--- config.mk ---
export PLATFORM = sky130hd
export DESIGN_NAME = fetch_unit
export DESIGN_NICKNAME = d
export VERILOG_FILES = /design/src/logic/fetch_pkg.sv /design/src/logic/fetch_buffer.sv /design/src/logic/fetch_buffer_reader.sv /design/src/logic/exec_permission.sv /design/src/logic/fetch_stage.sv /design/src/logic/fetch_unit.sv
export SDC_FILE = /design/constraint.sdc
export NUM_CORES = 2
export LEC_CHECK = 0
export BUFFER_PORTS_ARGS = -buffer_cell sky130_fd_sc_hd__clkbuf_2
export CAP_MARGIN = 20
export CELL_PAD_IN_SITES_DETAIL_PLACEMENT = 0
export CELL_PAD_IN_SITES_GLOBAL_PLACEMENT = 1
export CORE_MARGIN = 3
export CORE_UTILIZATION = 50
export CTS_CLUSTER_DIAMETER = 80
export CTS_CLUSTER_SIZE = 16
export DETAILED_ROUTE_END_ITERATION = 16
export GPL_TIMING_DRIVEN = 0
export PLACE_DENSITY = 0.84
export SLEW_MARGIN = 20
export SYNTH_ARGS = -nofsm -noshare
export SYNTH_HDL_FRONTEND = slang
export SYNTH_SLANG_ARGS = --single-unit
--- constraint.sdc ---
create_clock -name clk -period 18.7 [get_ports clk]
set_input_delay 2.805 -clock clk [delete_from_list [all_inputs] [get_ports clk]]
set_output_delay 2.805 -clock clk [all_outputs]
set_load 0.01 [all_outputs]
--- src/logic/fetch_pkg.sv ---
// Instruction fetch definitions
package fetch_pkg;

    // Number of words held in the fetch buffer.
    localparam int fetch_buf_depth = 4;

    // Number of execute-permission regions.
    localparam int pmp_regions = 4;

    // Reset program counter.
    localparam logic [31:0] entry_point = 32'h0000_0100;

    // Instruction access fault cause.
    localparam logic [3:0] ecause_iaccess = 4'd1;

    // One 32-bit fetch word.
    // Read as a whole instruction or as two halfwords.
    typedef union packed {
        logic [31:0] full;
        struct packed {
            logic [15:0] hi;
            logic [15:0] lo;
        } half;
    } insn_word_t;

endpackage

--- src/logic/fetch_buffer.sv ---
// Fetch word buffer
`timescale 1ns/1ps

module fetch_buffer (
    input  logic        clk,
    input  logic        rst,
    input  logic        fence_i,
    input  logic        bus_ready,
    input  logic [31:0] bus_rdata,
    input  logic [31:2] bus_addr,
    input  logic        m_mode,
    input  logic        perm_x,
    output logic [31:0] buf_data   [fetch_pkg::fetch_buf_depth],
    output logic [31:2] buf_addr   [fetch_pkg::fetch_buf_depth],
    output logic        buf_valid  [fetch_pkg::fetch_buf_depth],
    output logic        buf_m_mode [fetch_pkg::fetch_buf_depth],
    output logic        buf_x      [fetch_pkg::fetch_buf_depth]
);

    // Tag of the request answered in this cycle.
    logic [31:2] head_addr;
    logic        head_m_mode;
    logic        head_x;

    // Older words, entry 1 is the most recent.
    logic [31:0] ent_data   [1:fetch_pkg::fetch_buf_depth-1];
    logic [31:2] ent_addr   [1:fetch_pkg::fetch_buf_depth-1];
    logic        ent_valid  [1:fetch_pkg::fetch_buf_depth-1];
    logic        ent_m_mode [1:fetch_pkg::fetch_buf_depth-1];
    logic        ent_x      [1:fetch_pkg::fetch_buf_depth-1];

    // The request is tagged one cycle before its data arrives.
    always_ff @(posedge clk) begin
        head_addr   <= bus_addr;
        head_m_mode <= m_mode;
        head_x      <= perm_x;
    end

    // Entry 0 comes straight from the bus.
    always_comb begin
        buf_data[0]   = bus_rdata;
        buf_valid[0]  = bus_ready;
        buf_addr[0]   = head_addr;
        buf_m_mode[0] = head_m_mode;
        buf_x[0]      = head_x;
        for (int i = 1; i < fetch_pkg::fetch_buf_depth; i++) begin
            buf_data[i]   = ent_data[i];
            buf_addr[i]   = ent_addr[i];
            buf_valid[i]  = ent_valid[i];
            buf_m_mode[i] = ent_m_mode[i];
            buf_x[i]      = ent_x[i];
        end
    end

    // Valid flags shift with each returned word.
    always_ff @(posedge clk) begin
        if (rst || fence_i) begin
            for (int i = 1; i < fetch_pkg::fetch_buf_depth; i++) begin
                ent_valid[i] <= 1'b0;
            end
        end else if (bus_ready) begin
            for (int i = 1; i < fetch_pkg::fetch_buf_depth; i++) begin
                ent_valid[i] <= buf_valid[i-1];
            end
        end
    end

    // Word payload and tags.
    always_ff @(posedge clk) begin
        if (bus_ready) begin
            for (int i = 1; i < fetch_pkg::fetch_buf_depth; i++) begin
                ent_data[i]   <= buf_data[i-1];
                ent_addr[i]   <= buf_addr[i-1];
                ent_m_mode[i] <= buf_m_mode[i-1];
                ent_x[i]      <= buf_x[i-1];
            end
        end
    end

endmodule

--- src/logic/fetch_buffer_reader.sv ---
// Fetch buffer lookup
`timescale 1ns/1ps

module fetch_buffer_reader (
    input  logic                  m_mode,
    input  logic [31:0]           buf_data   [fetch_pkg::fetch_buf_depth],
    input  logic [31:2]           buf_addr   [fetch_pkg::fetch_buf_depth],
    input  logic                  buf_valid  [fetch_pkg::fetch_buf_depth],
    input  logic                  buf_m_mode [fetch_pkg::fetch_buf_depth],
    input  logic                  buf_x      [fetch_pkg::fetch_buf_depth],
    input  logic [31:2]           lookup_addr,
    output logic                  hit,
    output fetch_pkg::insn_word_t rdata,
    output logic                  perm_x
);

    logic [fetch_pkg::fetch_buf_depth-1:0] amatch;
    logic [fetch_pkg::fetch_buf_depth-1:0] amask;

    // Address match, with the mode tag checked on stored words.
    always_comb begin
        for (int i = 0; i < fetch_pkg::fetch_buf_depth; i++) begin
            amatch[i] = buf_valid[i] && buf_addr[i] == lookup_addr;
            if (i > 0) begin
                amatch[i] = amatch[i] && buf_m_mode[i] == m_mode;
            end
        end
    end

    // Keep only the newest match.
    always_comb begin
        logic taken;
        taken = 1'b0;
        for (int i = 0; i < fetch_pkg::fetch_buf_depth; i++) begin
            amask[i] = amatch[i] && !taken;
            taken    = taken || amatch[i];
        end
    end

    // One-hot select by masking and or-reducing.
    always_comb begin
        logic [31:0] word;
        word   = '0;
        perm_x = 1'b0;
        for (int i = 0; i < fetch_pkg::fetch_buf_depth; i++) begin
            word   = word | ({32{amask[i]}} & buf_data[i]);
            perm_x = perm_x | (amask[i] & buf_x[i]);
        end
        rdata.full = word;
    end

    assign hit = |amatch;

endmodule

--- src/logic/exec_permission.sv ---
// Execute permission table
`timescale 1ns/1ps

module exec_permission (
    input  logic                                        clk,
    input  logic                                        rst,
    input  logic                                        cfg_we,
    input  logic [$clog2(fetch_pkg::pmp_regions)-1:0]   cfg_index,
    input  logic [31:2]                                 cfg_base,
    input  logic [31:2]                                 cfg_limit,
    input  logic                                        cfg_x,
    input  logic                                        cfg_lock,
    input  logic                                        m_mode,
    input  logic [31:2]                                 check_addr,
    output logic                                        perm_x
);

    // Region bounds are inclusive word addresses.
    logic [31:2] reg_base  [fetch_pkg::pmp_regions];
    logic [31:2] reg_limit [fetch_pkg::pmp_regions];
    logic [fetch_pkg::pmp_regions-1:0] reg_en;
    logic [fetch_pkg::pmp_regions-1:0] reg_x;
    logic [fetch_pkg::pmp_regions-1:0] reg_lock;

    // A written region becomes active.
    always_ff @(posedge clk) begin
        if (rst) begin
            reg_en <= '0;
        end else if (cfg_we) begin
            reg_en[cfg_index] <= 1'b1;
        end
    end

    always_ff @(posedge clk) begin
        if (cfg_we) begin
            reg_base[cfg_index]  <= cfg_base;
            reg_limit[cfg_index] <= cfg_limit;
            reg_x[cfg_index]     <= cfg_x;
            reg_lock[cfg_index]  <= cfg_lock;
        end
    end

    // Lowest numbered matching region decides.
    always_comb begin
        logic found;
        logic sel_x;
        logic sel_lock;
        found    = 1'b0;
        sel_x    = 1'b0;
        sel_lock = 1'b0;
        for (int i = 0; i < fetch_pkg::pmp_regions; i++) begin
            if (!found && reg_en[i] && check_addr >= reg_base[i]
                    && check_addr <= reg_limit[i]) begin
                found    = 1'b1;
                sel_x    = reg_x[i];
                sel_lock = reg_lock[i];
            end
        end
        if (m_mode) begin
            // Machine mode is only held back by locked regions.
            perm_x = !(found && sel_lock && !sel_x);
        end else begin
            perm_x = found && sel_x;
        end
    end

endmodule

--- src/logic/fetch_stage.sv ---
// Instruction fetch stage
`timescale 1ns/1ps

module fetch_stage (
    input  logic        clk,
    input  logic        rst,
    input  logic        clear,
    input  logic        fence_i,
    input  logic [1:0]  cur_priv,
    input  logic        fw_stall_if,
    input  logic        fw_exception,
    input  logic [31:2] fw_tvec,
    input  logic        fw_branch_correct,
    input  logic [31:1] fw_branch_alt,
    input  logic        fw_branch_predict,
    input  logic [31:1] fw_branch_target,
    input  logic        bus_ready,
    input  logic [31:0] buf_data   [fetch_pkg::fetch_buf_depth],
    input  logic [31:2] buf_addr   [fetch_pkg::fetch_buf_depth],
    input  logic        buf_valid  [fetch_pkg::fetch_buf_depth],
    input  logic        buf_m_mode [fetch_pkg::fetch_buf_depth],
    input  logic        buf_x      [fetch_pkg::fetch_buf_depth],
    output logic        bus_re,
    output logic [31:2] bus_addr,
    output logic        m_mode,
    output logic [31:1] next_pc,
    output logic        q_valid,
    output logic        q_trap,
    output logic [3:0]  q_cause,
    output logic [31:1] q_pc,
    output logic [31:0] q_insn
);

    logic [31:1] pc;
    logic [31:1] addr;
    logic [31:1] next_hw;
    logic [31:1] next_addr;
    logic [31:2] newest_addr;

    logic                  lo_hit;
    logic                  lo_x;
    fetch_pkg::insn_word_t lo_word;
    logic                  hi_hit;
    logic                  hi_x;
    fetch_pkg::insn_word_t hi_word;

    fetch_pkg::insn_word_t insn;
    logic                  is_32;
    logic                  insn_valid;
    logic                  perm_ok;

    assign m_mode  = cur_priv == 2'd3;
    assign next_pc = pc;

    // Lookup address, redirects take effect in the same cycle.
    always_comb begin
        if (fw_stall_if) begin
            addr = pc;
        end else if (fw_exception) begin
            addr = {fw_tvec, 1'b0};
        end else if (fw_branch_correct) begin
            addr = fw_branch_alt;
        end else if (fw_branch_predict) begin
            addr = fw_branch_target;
        end else begin
            addr = pc;
        end
    end

    assign next_hw = addr + 31'd1;

    fetch_buffer_reader u_read_lo (
        .m_mode      (m_mode),
        .buf_data    (buf_data),
        .buf_addr    (buf_addr),
        .buf_valid   (buf_valid),
        .buf_m_mode  (buf_m_mode),
        .buf_x       (buf_x),
        .lookup_addr (addr[31:2]),
        .hit         (lo_hit),
        .rdata       (lo_word),
        .perm_x      (lo_x)
    );

    // Word holding the second halfword.
    fetch_buffer_reader u_read_hi (
        .m_mode      (m_mode),
        .buf_data    (buf_data),
        .buf_addr    (buf_addr),
        .buf_valid   (buf_valid),
        .buf_m_mode  (buf_m_mode),
        .buf_x       (buf_x),
        .lookup_addr (next_hw[31:2]),
        .hit         (hi_hit),
        .rdata       (hi_word),
        .perm_x      (hi_x)
    );

    // Halfword assembly.
    always_comb begin
        insn.half.lo = addr[1] ? lo_word.half.hi : lo_word.half.lo;
        insn.half.hi = addr[1] ? hi_word.half.lo : hi_word.half.hi;
    end

    assign is_32      = insn.half.lo[1:0] == 2'b11;
    assign insn_valid = lo_hit && (!is_32 || hi_hit);
    assign perm_ok    = lo_x && (!is_32 || hi_x);
    assign next_addr  = addr + (is_32 ? 31'd2 : 31'd1);

    // Newest word in the buffer, entry 0 only if it arrived.
    assign newest_addr = bus_ready ? buf_addr[0] : buf_addr[1];

    // Bus request selection.
    always_comb begin
        bus_re   = 1'b1;
        bus_addr = newest_addr + 30'd1;
        if (rst || fence_i) begin
            bus_re   = 1'b0;
            bus_addr = addr[31:2];
        end else if (!lo_hit) begin
            bus_addr = addr[31:2];
        end else if (is_32 && !hi_hit) begin
            bus_addr = next_hw[31:2];
        end
    end

    // Output stage.
    always_comb begin
        q_valid = 1'b0;
        q_trap  = 1'b0;
        if (insn_valid && !clear && !fence_i) begin
            q_valid = perm_ok;
            q_trap  = !perm_ok;
        end
    end

    assign q_cause = q_trap ? fetch_pkg::ecause_iaccess : 4'd0;
    assign q_pc    = addr;
    assign q_insn  = insn.full;

    // Advance past a delivered instruction or latch the redirect.
    always_ff @(posedge clk) begin
        if (rst) begin
            pc <= fetch_pkg::entry_point[31:1];
        end else if (!fw_stall_if) begin
            pc <= (q_valid || q_trap) ? next_addr : addr;
        end
    end

endmodule

--- src/logic/fetch_unit.sv ---
// Instruction fetch unit
`timescale 1ns/1ps

module fetch_unit (
    input  logic                                        clk,
    input  logic                                        rst,
    input  logic [1:0]                                  cur_priv,
    input  logic                                        clear,
    input  logic                                        fence_i,
    input  logic                                        fw_stall_if,
    input  logic                                        fw_exception,
    input  logic [31:2]                                 fw_tvec,
    input  logic                                        fw_branch_correct,
    input  logic [31:1]                                 fw_branch_alt,
    input  logic                                        fw_branch_predict,
    input  logic [31:1]                                 fw_branch_target,
    input  logic                                        cfg_we,
    input  logic [$clog2(fetch_pkg::pmp_regions)-1:0]   cfg_index,
    input  logic [31:2]                                 cfg_base,
    input  logic [31:2]                                 cfg_limit,
    input  logic                                        cfg_x,
    input  logic                                        cfg_lock,
    output logic                                        bus_re,
    output logic [31:2]                                 bus_addr,
    input  logic                                        bus_ready,
    input  logic [31:0]                                 bus_rdata,
    output logic                                        q_valid,
    output logic                                        q_trap,
    output logic [3:0]                                  q_cause,
    output logic [31:1]                                 q_pc,
    output logic [31:0]                                 q_insn,
    output logic [31:1]                                 next_pc
);

    logic        m_mode;
    logic        perm_x;
    logic [31:0] buf_data   [fetch_pkg::fetch_buf_depth];
    logic [31:2] buf_addr   [fetch_pkg::fetch_buf_depth];
    logic        buf_valid  [fetch_pkg::fetch_buf_depth];
    logic        buf_m_mode [fetch_pkg::fetch_buf_depth];
    logic        buf_x      [fetch_pkg::fetch_buf_depth];

    fetch_stage u_stage (
        .clk               (clk),
        .rst               (rst),
        .clear             (clear),
        .fence_i           (fence_i),
        .cur_priv          (cur_priv),
        .fw_stall_if       (fw_stall_if),
        .fw_exception      (fw_exception),
        .fw_tvec           (fw_tvec),
        .fw_branch_correct (fw_branch_correct),
        .fw_branch_alt     (fw_branch_alt),
        .fw_branch_predict (fw_branch_predict),
        .fw_branch_target  (fw_branch_target),
        .bus_ready         (bus_ready),
        .buf_data          (buf_data),
        .buf_addr          (buf_addr),
        .buf_valid         (buf_valid),
        .buf_m_mode        (buf_m_mode),
        .buf_x             (buf_x),
        .bus_re            (bus_re),
        .bus_addr          (bus_addr),
        .m_mode            (m_mode),
        .next_pc           (next_pc),
        .q_valid           (q_valid),
        .q_trap            (q_trap),
        .q_cause           (q_cause),
        .q_pc              (q_pc),
        .q_insn            (q_insn)
    );

    // Stores each returned word with the tags of its request.
    fetch_buffer u_buffer (
        .clk        (clk),
        .rst        (rst),
        .fence_i    (fence_i),
        .bus_ready  (bus_ready),
        .bus_rdata  (bus_rdata),
        .bus_addr   (bus_addr),
        .m_mode     (m_mode),
        .perm_x     (perm_x),
        .buf_data   (buf_data),
        .buf_addr   (buf_addr),
        .buf_valid  (buf_valid),
        .buf_m_mode (buf_m_mode),
        .buf_x      (buf_x)
    );

    // Checks the address being requested on the bus.
    exec_permission u_perm (
        .clk        (clk),
        .rst        (rst),
        .cfg_we     (cfg_we),
        .cfg_index  (cfg_index),
        .cfg_base   (cfg_base),
        .cfg_limit  (cfg_limit),
        .cfg_x      (cfg_x),
        .cfg_lock   (cfg_lock),
        .m_mode     (m_mode),
        .check_addr (bus_addr),
        .perm_x     (perm_x)
    );

endmodule

==> impl_metrics.sql <==
INSERT INTO impl_metrics (metric_group, metric, value, unit) VALUES
('job', 'maxCapViolations', '0', ''),
('clocking', 'cts-htree-levels', '2', ''),
('clocking', 'cts_resized', '0', ''),
('worst_setup_path', 'setup.worst_path.end_class', 'primary output', ''),
('floorplan', 'fp.dieH', '270', 'um'),
('timing', 'timing.hold.ws', '0.408', 'ns'),
('drt', 'avgRoutedWirePerCell', '31.8', 'um'),
('timing', 'timing.final.ws_setup', '2.86', 'ns'),
('clocking', 'sinks_on_the_clock_net', '510', ''),
('clocking', 'cts_tree', 'built', ''),
('clocking', 'worst_setup_hold_path_clk_slew', '0.08', 'ns'),
('timing', 'maxSlewViolCount', '0', ''),
('worst_setup_path', 'max_stage_delay', '0.85', 'ns'),
('timing', 'rsz0062_at_grt', 'false', ''),
('timing', 'setup_tns', '0', 'ns'),
('floorplan', 'boundaryPins', '331', ''),
('clocking', 'total_clock_buffers_created_by_cts', '42', ''),
('power_and_ir_drop', 'final_power', '3.06', 'mW'),
('placement', 'place_inst', '4796', ''),
('logic_synthesis', 'post_synth_inst_count', '3531', ''),
('layout', 'final_cell_count_no_fill', '4880', ''),
('logic_synthesis', 'ys_ff_latch', '510', ''),
('worst_hold_path', 'worst_hold_path_type', 'flip-flop to flip-flop', ''),
('logic_synthesis', 'synth-edff-count', '443', ''),
('timing', 'maximum_clock_skew_at_final_layout', '0.0503', 'ns'),
('outcome', 'run_status', 'finished, final reports clean', ''),
('logic_synthesis', 'post_synth_design_cell_area', '34700', 'um^2'),
('worst_setup_path', 'setup_crit_path_kind', 'input port to primary output', ''),
('logic_synthesis', 'synthesis.yosys.warnings', '0', ''),
('worst_setup_path', 'timing.critical_path.required', '15.89', 'ns'),
('worst_setup_path', 'cp_num_cells', '32', ''),
('worst_setup_path', 'reg2reg_depth', '35', ''),
('clocking', 'cts-root-buf', 'clkbuf_16', ''),
('drt', 'ratio_of_routed_vias_to_standard_cells', '6.60', ''),
('timing', 'slew_headroom', '0.0863', ''),
('worst_setup_path', 'critical-path-top-cell-by-count', 'buf_6', ''),
('logic_synthesis', 'combinational_family_with_the_most_area_after_synthesis', 'compound AO/OA/AOI/OAI gates', ''),
('power_and_ir_drop', 'p_leak', '16.1', 'nW'),
('placement', 'pre_cts_slack', '2.55', 'ns'),
('drt', 'detailedRoute.firstIterationViolations', '4335', ''),
('timing', 'period_minus_slack', '15.84', 'ns'),
('placement', 'gpl.final_weighted_congestion', '1.05', ''),
('clocking', 'post_cts_setup_buffer_count', '0', ''),
('logic_synthesis', 'post_synth_num_cell_types', '116', ''),
('logic_synthesis', 'avgSynthCellArea', '9.83', 'um^2'),
('global_routing', 'globalRoute.totalOverflow', '0', ''),
('timing', 'fmax', '63.1', 'MHz'),
('logic_synthesis', 'fraction_of_synthesized_cell_area_in_xor_and_xnor_cells', '0.0509', ''),
('clocking', 'cts_hold_buf', '0', ''),
('global_routing', 'grt_antenna_before_repair', '5', ''),
('timing', 'min_period_over_period', '0.847', ''),
('worst_hold_path', 'timing.hold.worst_path_depth', '0', ''),
('placement', 'number_of_buffers_added_on_ports', '325', ''),
('power_and_ir_drop', 'irDropWorstVdd', '0.0000827', 'V'),
('logic_synthesis', 'synth_fa_ha_area_frac', '0.0885', ''),
('logic_synthesis', 'synth-compound-area-share', '0.183', ''),
('drt', 'route.antenna.remaining_nets', '0', ''),
('floorplan', 'initial_utilization', '0.511', ''),
('clocking', 'clock_latency', '0.64', 'ns'),
('worst_setup_path', 'crit_path_max_fanout', '12', ''),
('drt', 'via_count', '32200', ''),
('worst_setup_path', 'critPathTopFamily', 'buffers and inverters', ''),
('floorplan', 'die_w', '270', 'um'),
('worst_setup_path', 'worst_ep_arrival_time', '13.03', 'ns'),
('global_routing', 'track_usage', '0.414', ''),
('timing', 'final_hold_viol_count', '0', ''),
('timing', 'tightest_slew', '1.36', 'ns'),
('floorplan', 'die_area', '72600', 'um^2'),
('worst_setup_path', 'timing.critical_path.slowest_stage_cell', 'a21oi_1', ''),
('worst_setup_path', 'worst_setup_path_start_kind', 'input port', ''),
('layout', 'layout-area-overhead-vs-synth', '13.1', '%');
## stage by stage
step / utilization / instance area (um^2)
final: 0.578 / 39300
after global routing: 0.578 / 39300
after CTS: 0.577 / 39200
after detailed placement: 0.558 / 37900
after global placement: 0.552 / 37500
after floorplan: - / 34700
## power by group
part	switching [mW]	internal [mW]
Sequential	0.0612	1.31
Combinational	0.512	0.257
Clock	0.459	0.454
## cell families after synthesis
group,Yosys count
xor gates and xnor gates,197
and+or+nand+nor,1050
adders and majority gates,245
AOI/OAI and AO/OA,939
buffers and inverters,516
muxes,73
DFF,510
other,1
## final cells by class
cell class              instances  area [um^2]
diodes                          6         15.0
plain buffers                 149          806
clock buffers                  64         1150
clock inverters                13          158
fillers                      6066        28700
inverters                     367         1380
multi-input cells            2507        18100
flip-flops and latches        510        14600
well taps                     921         1150
repair buffers                343         1870
## placed cells by master (no fill, tap or decap), drive strengths merged, types with 14 or more instances in the layout
cell     netlist  final
nor4b         15     15
xor2          47     47
nor2         180    180
nor3          79     79
edfxtp       443    443
or2           23     23
nand3b        20     20
a2111oi       14     14
nand2b        34     34
o31ai         21     21
a211oi        27     27
mux2          17     17
o21a          58     58
and3          33     33
nor3b         19     19
buf           81     99
nand3        115    115
nor4          70     70
inv          359    366
a221oi        27     27
xnor2        147    147
o2111ai       18     18
and2          28     28
o211ai        76     76
o21ai        161    161
o31a          17     17
ha           244    244
dfxtp         67     67
o211a         14     14
o22ai         42     42
or3           22     22
nand2        188    188
a31oi         20     20
mux2i         56     56
clkbuf        68    457
a21oi        246    246
nor2b         53     53
a21o          82     82
nand4        102    102
## path summary, 6_finish.rpt
check	startpoint	to	slack, ns
worst min-delay path	u_buffer.head_m_mode$_DFF_P_	u_buffer.ent_m_mode[0][1]$_DFFE_PP_	0.41
worst max register to register	u_stage.next_pc[1]$_SDFFE_PP0N_	u_buffer.head_x$_DFF_P_	6.34
worst min register to register	u_buffer.head_m_mode$_DFF_P_	u_buffer.ent_m_mode[0][1]$_DFFE_PP_	0.41
worst max-delay path	fw_stall_if	bus_addr[17]	2.86
## per-layer routing
metal | share of wire | vias to the layer above | track usage
li1 | - | 14000 | -
met3 | 0.11 | 588 | 0.103
met1 | 0.37 | 15500 | 0.510
met2 | 0.44 | 2138 | 0.643
met5 | 0.00011 | - | 0
met4 | 0.085 | 2 | 0.281
## flip-flops by register name (all words and copies together), names as in the netlist
| name | count |
|---|---|
| u_perm.reg_base | 120 |
| u_perm.reg_limit | 120 |
| u_buffer.ent_data | 96 |
| u_buffer.ent_addr | 90 |
| u_stage.next_pc | 31 |
| u_buffer.head_addr | 30 |
| u_perm.reg_en | 4 |
| u_perm.reg_lock | 4 |
| u_perm.reg_x | 4 |
| u_buffer.ent_m_mode | 3 |
| u_buffer.ent_valid | 3 |
| u_buffer.ent_x | 3 |
| u_buffer.head_m_mode | 1 |
| u_buffer.head_x | 1 |
## worst reg2reg max path: cells and delay by family (launching register included)
family	cells	cell delay (ns)
buf+inv	5	2.42
mux	3	0.96
flops	1	0.38
compound gates	16	3.93
fa+ha+maj	2	0.66
simple gates	9	3.92
## Yosys cell counts, types with 32 or more instances
| library cell | instances | area share |
|---|---|---|
| inv_1 | 347 | 0.038 |
| a21oi_1 | 246 | 0.035 |
| nand2_1 | 185 | 0.020 |
| nor4_1 | 60 | 0.011 |
| mux2i_1 | 56 | 0.016 |
| o22ai_1 | 42 | 0.0076 |
| o211ai_1 | 76 | 0.016 |
| dfxtp_1 | 67 | 0.039 |
| o21a_1 | 58 | 0.013 |
| nand2b_1 | 34 | 0.0061 |
| and3_1 | 32 | 0.0058 |
| xnor2_1 | 147 | 0.037 |
| xor2_1 | 47 | 0.012 |
| nor2b_1 | 53 | 0.0095 |
| nand3_1 | 114 | 0.016 |
| nor2_1 | 178 | 0.019 |
| o21ai_0 | 141 | 0.020 |
| edfxtp_1 | 443 | 0.38 |
| clkbuf_1 | 68 | 0.0074 |
| a21o_1 | 82 | 0.018 |
| nor3_1 | 72 | 0.010 |
| nand4_1 | 98 | 0.018 |
| ha_1 | 244 | 0.088 |
| buf_2 | 32 | 0.0046 |
Note: power is estimated with default switching activity, not from simulation.
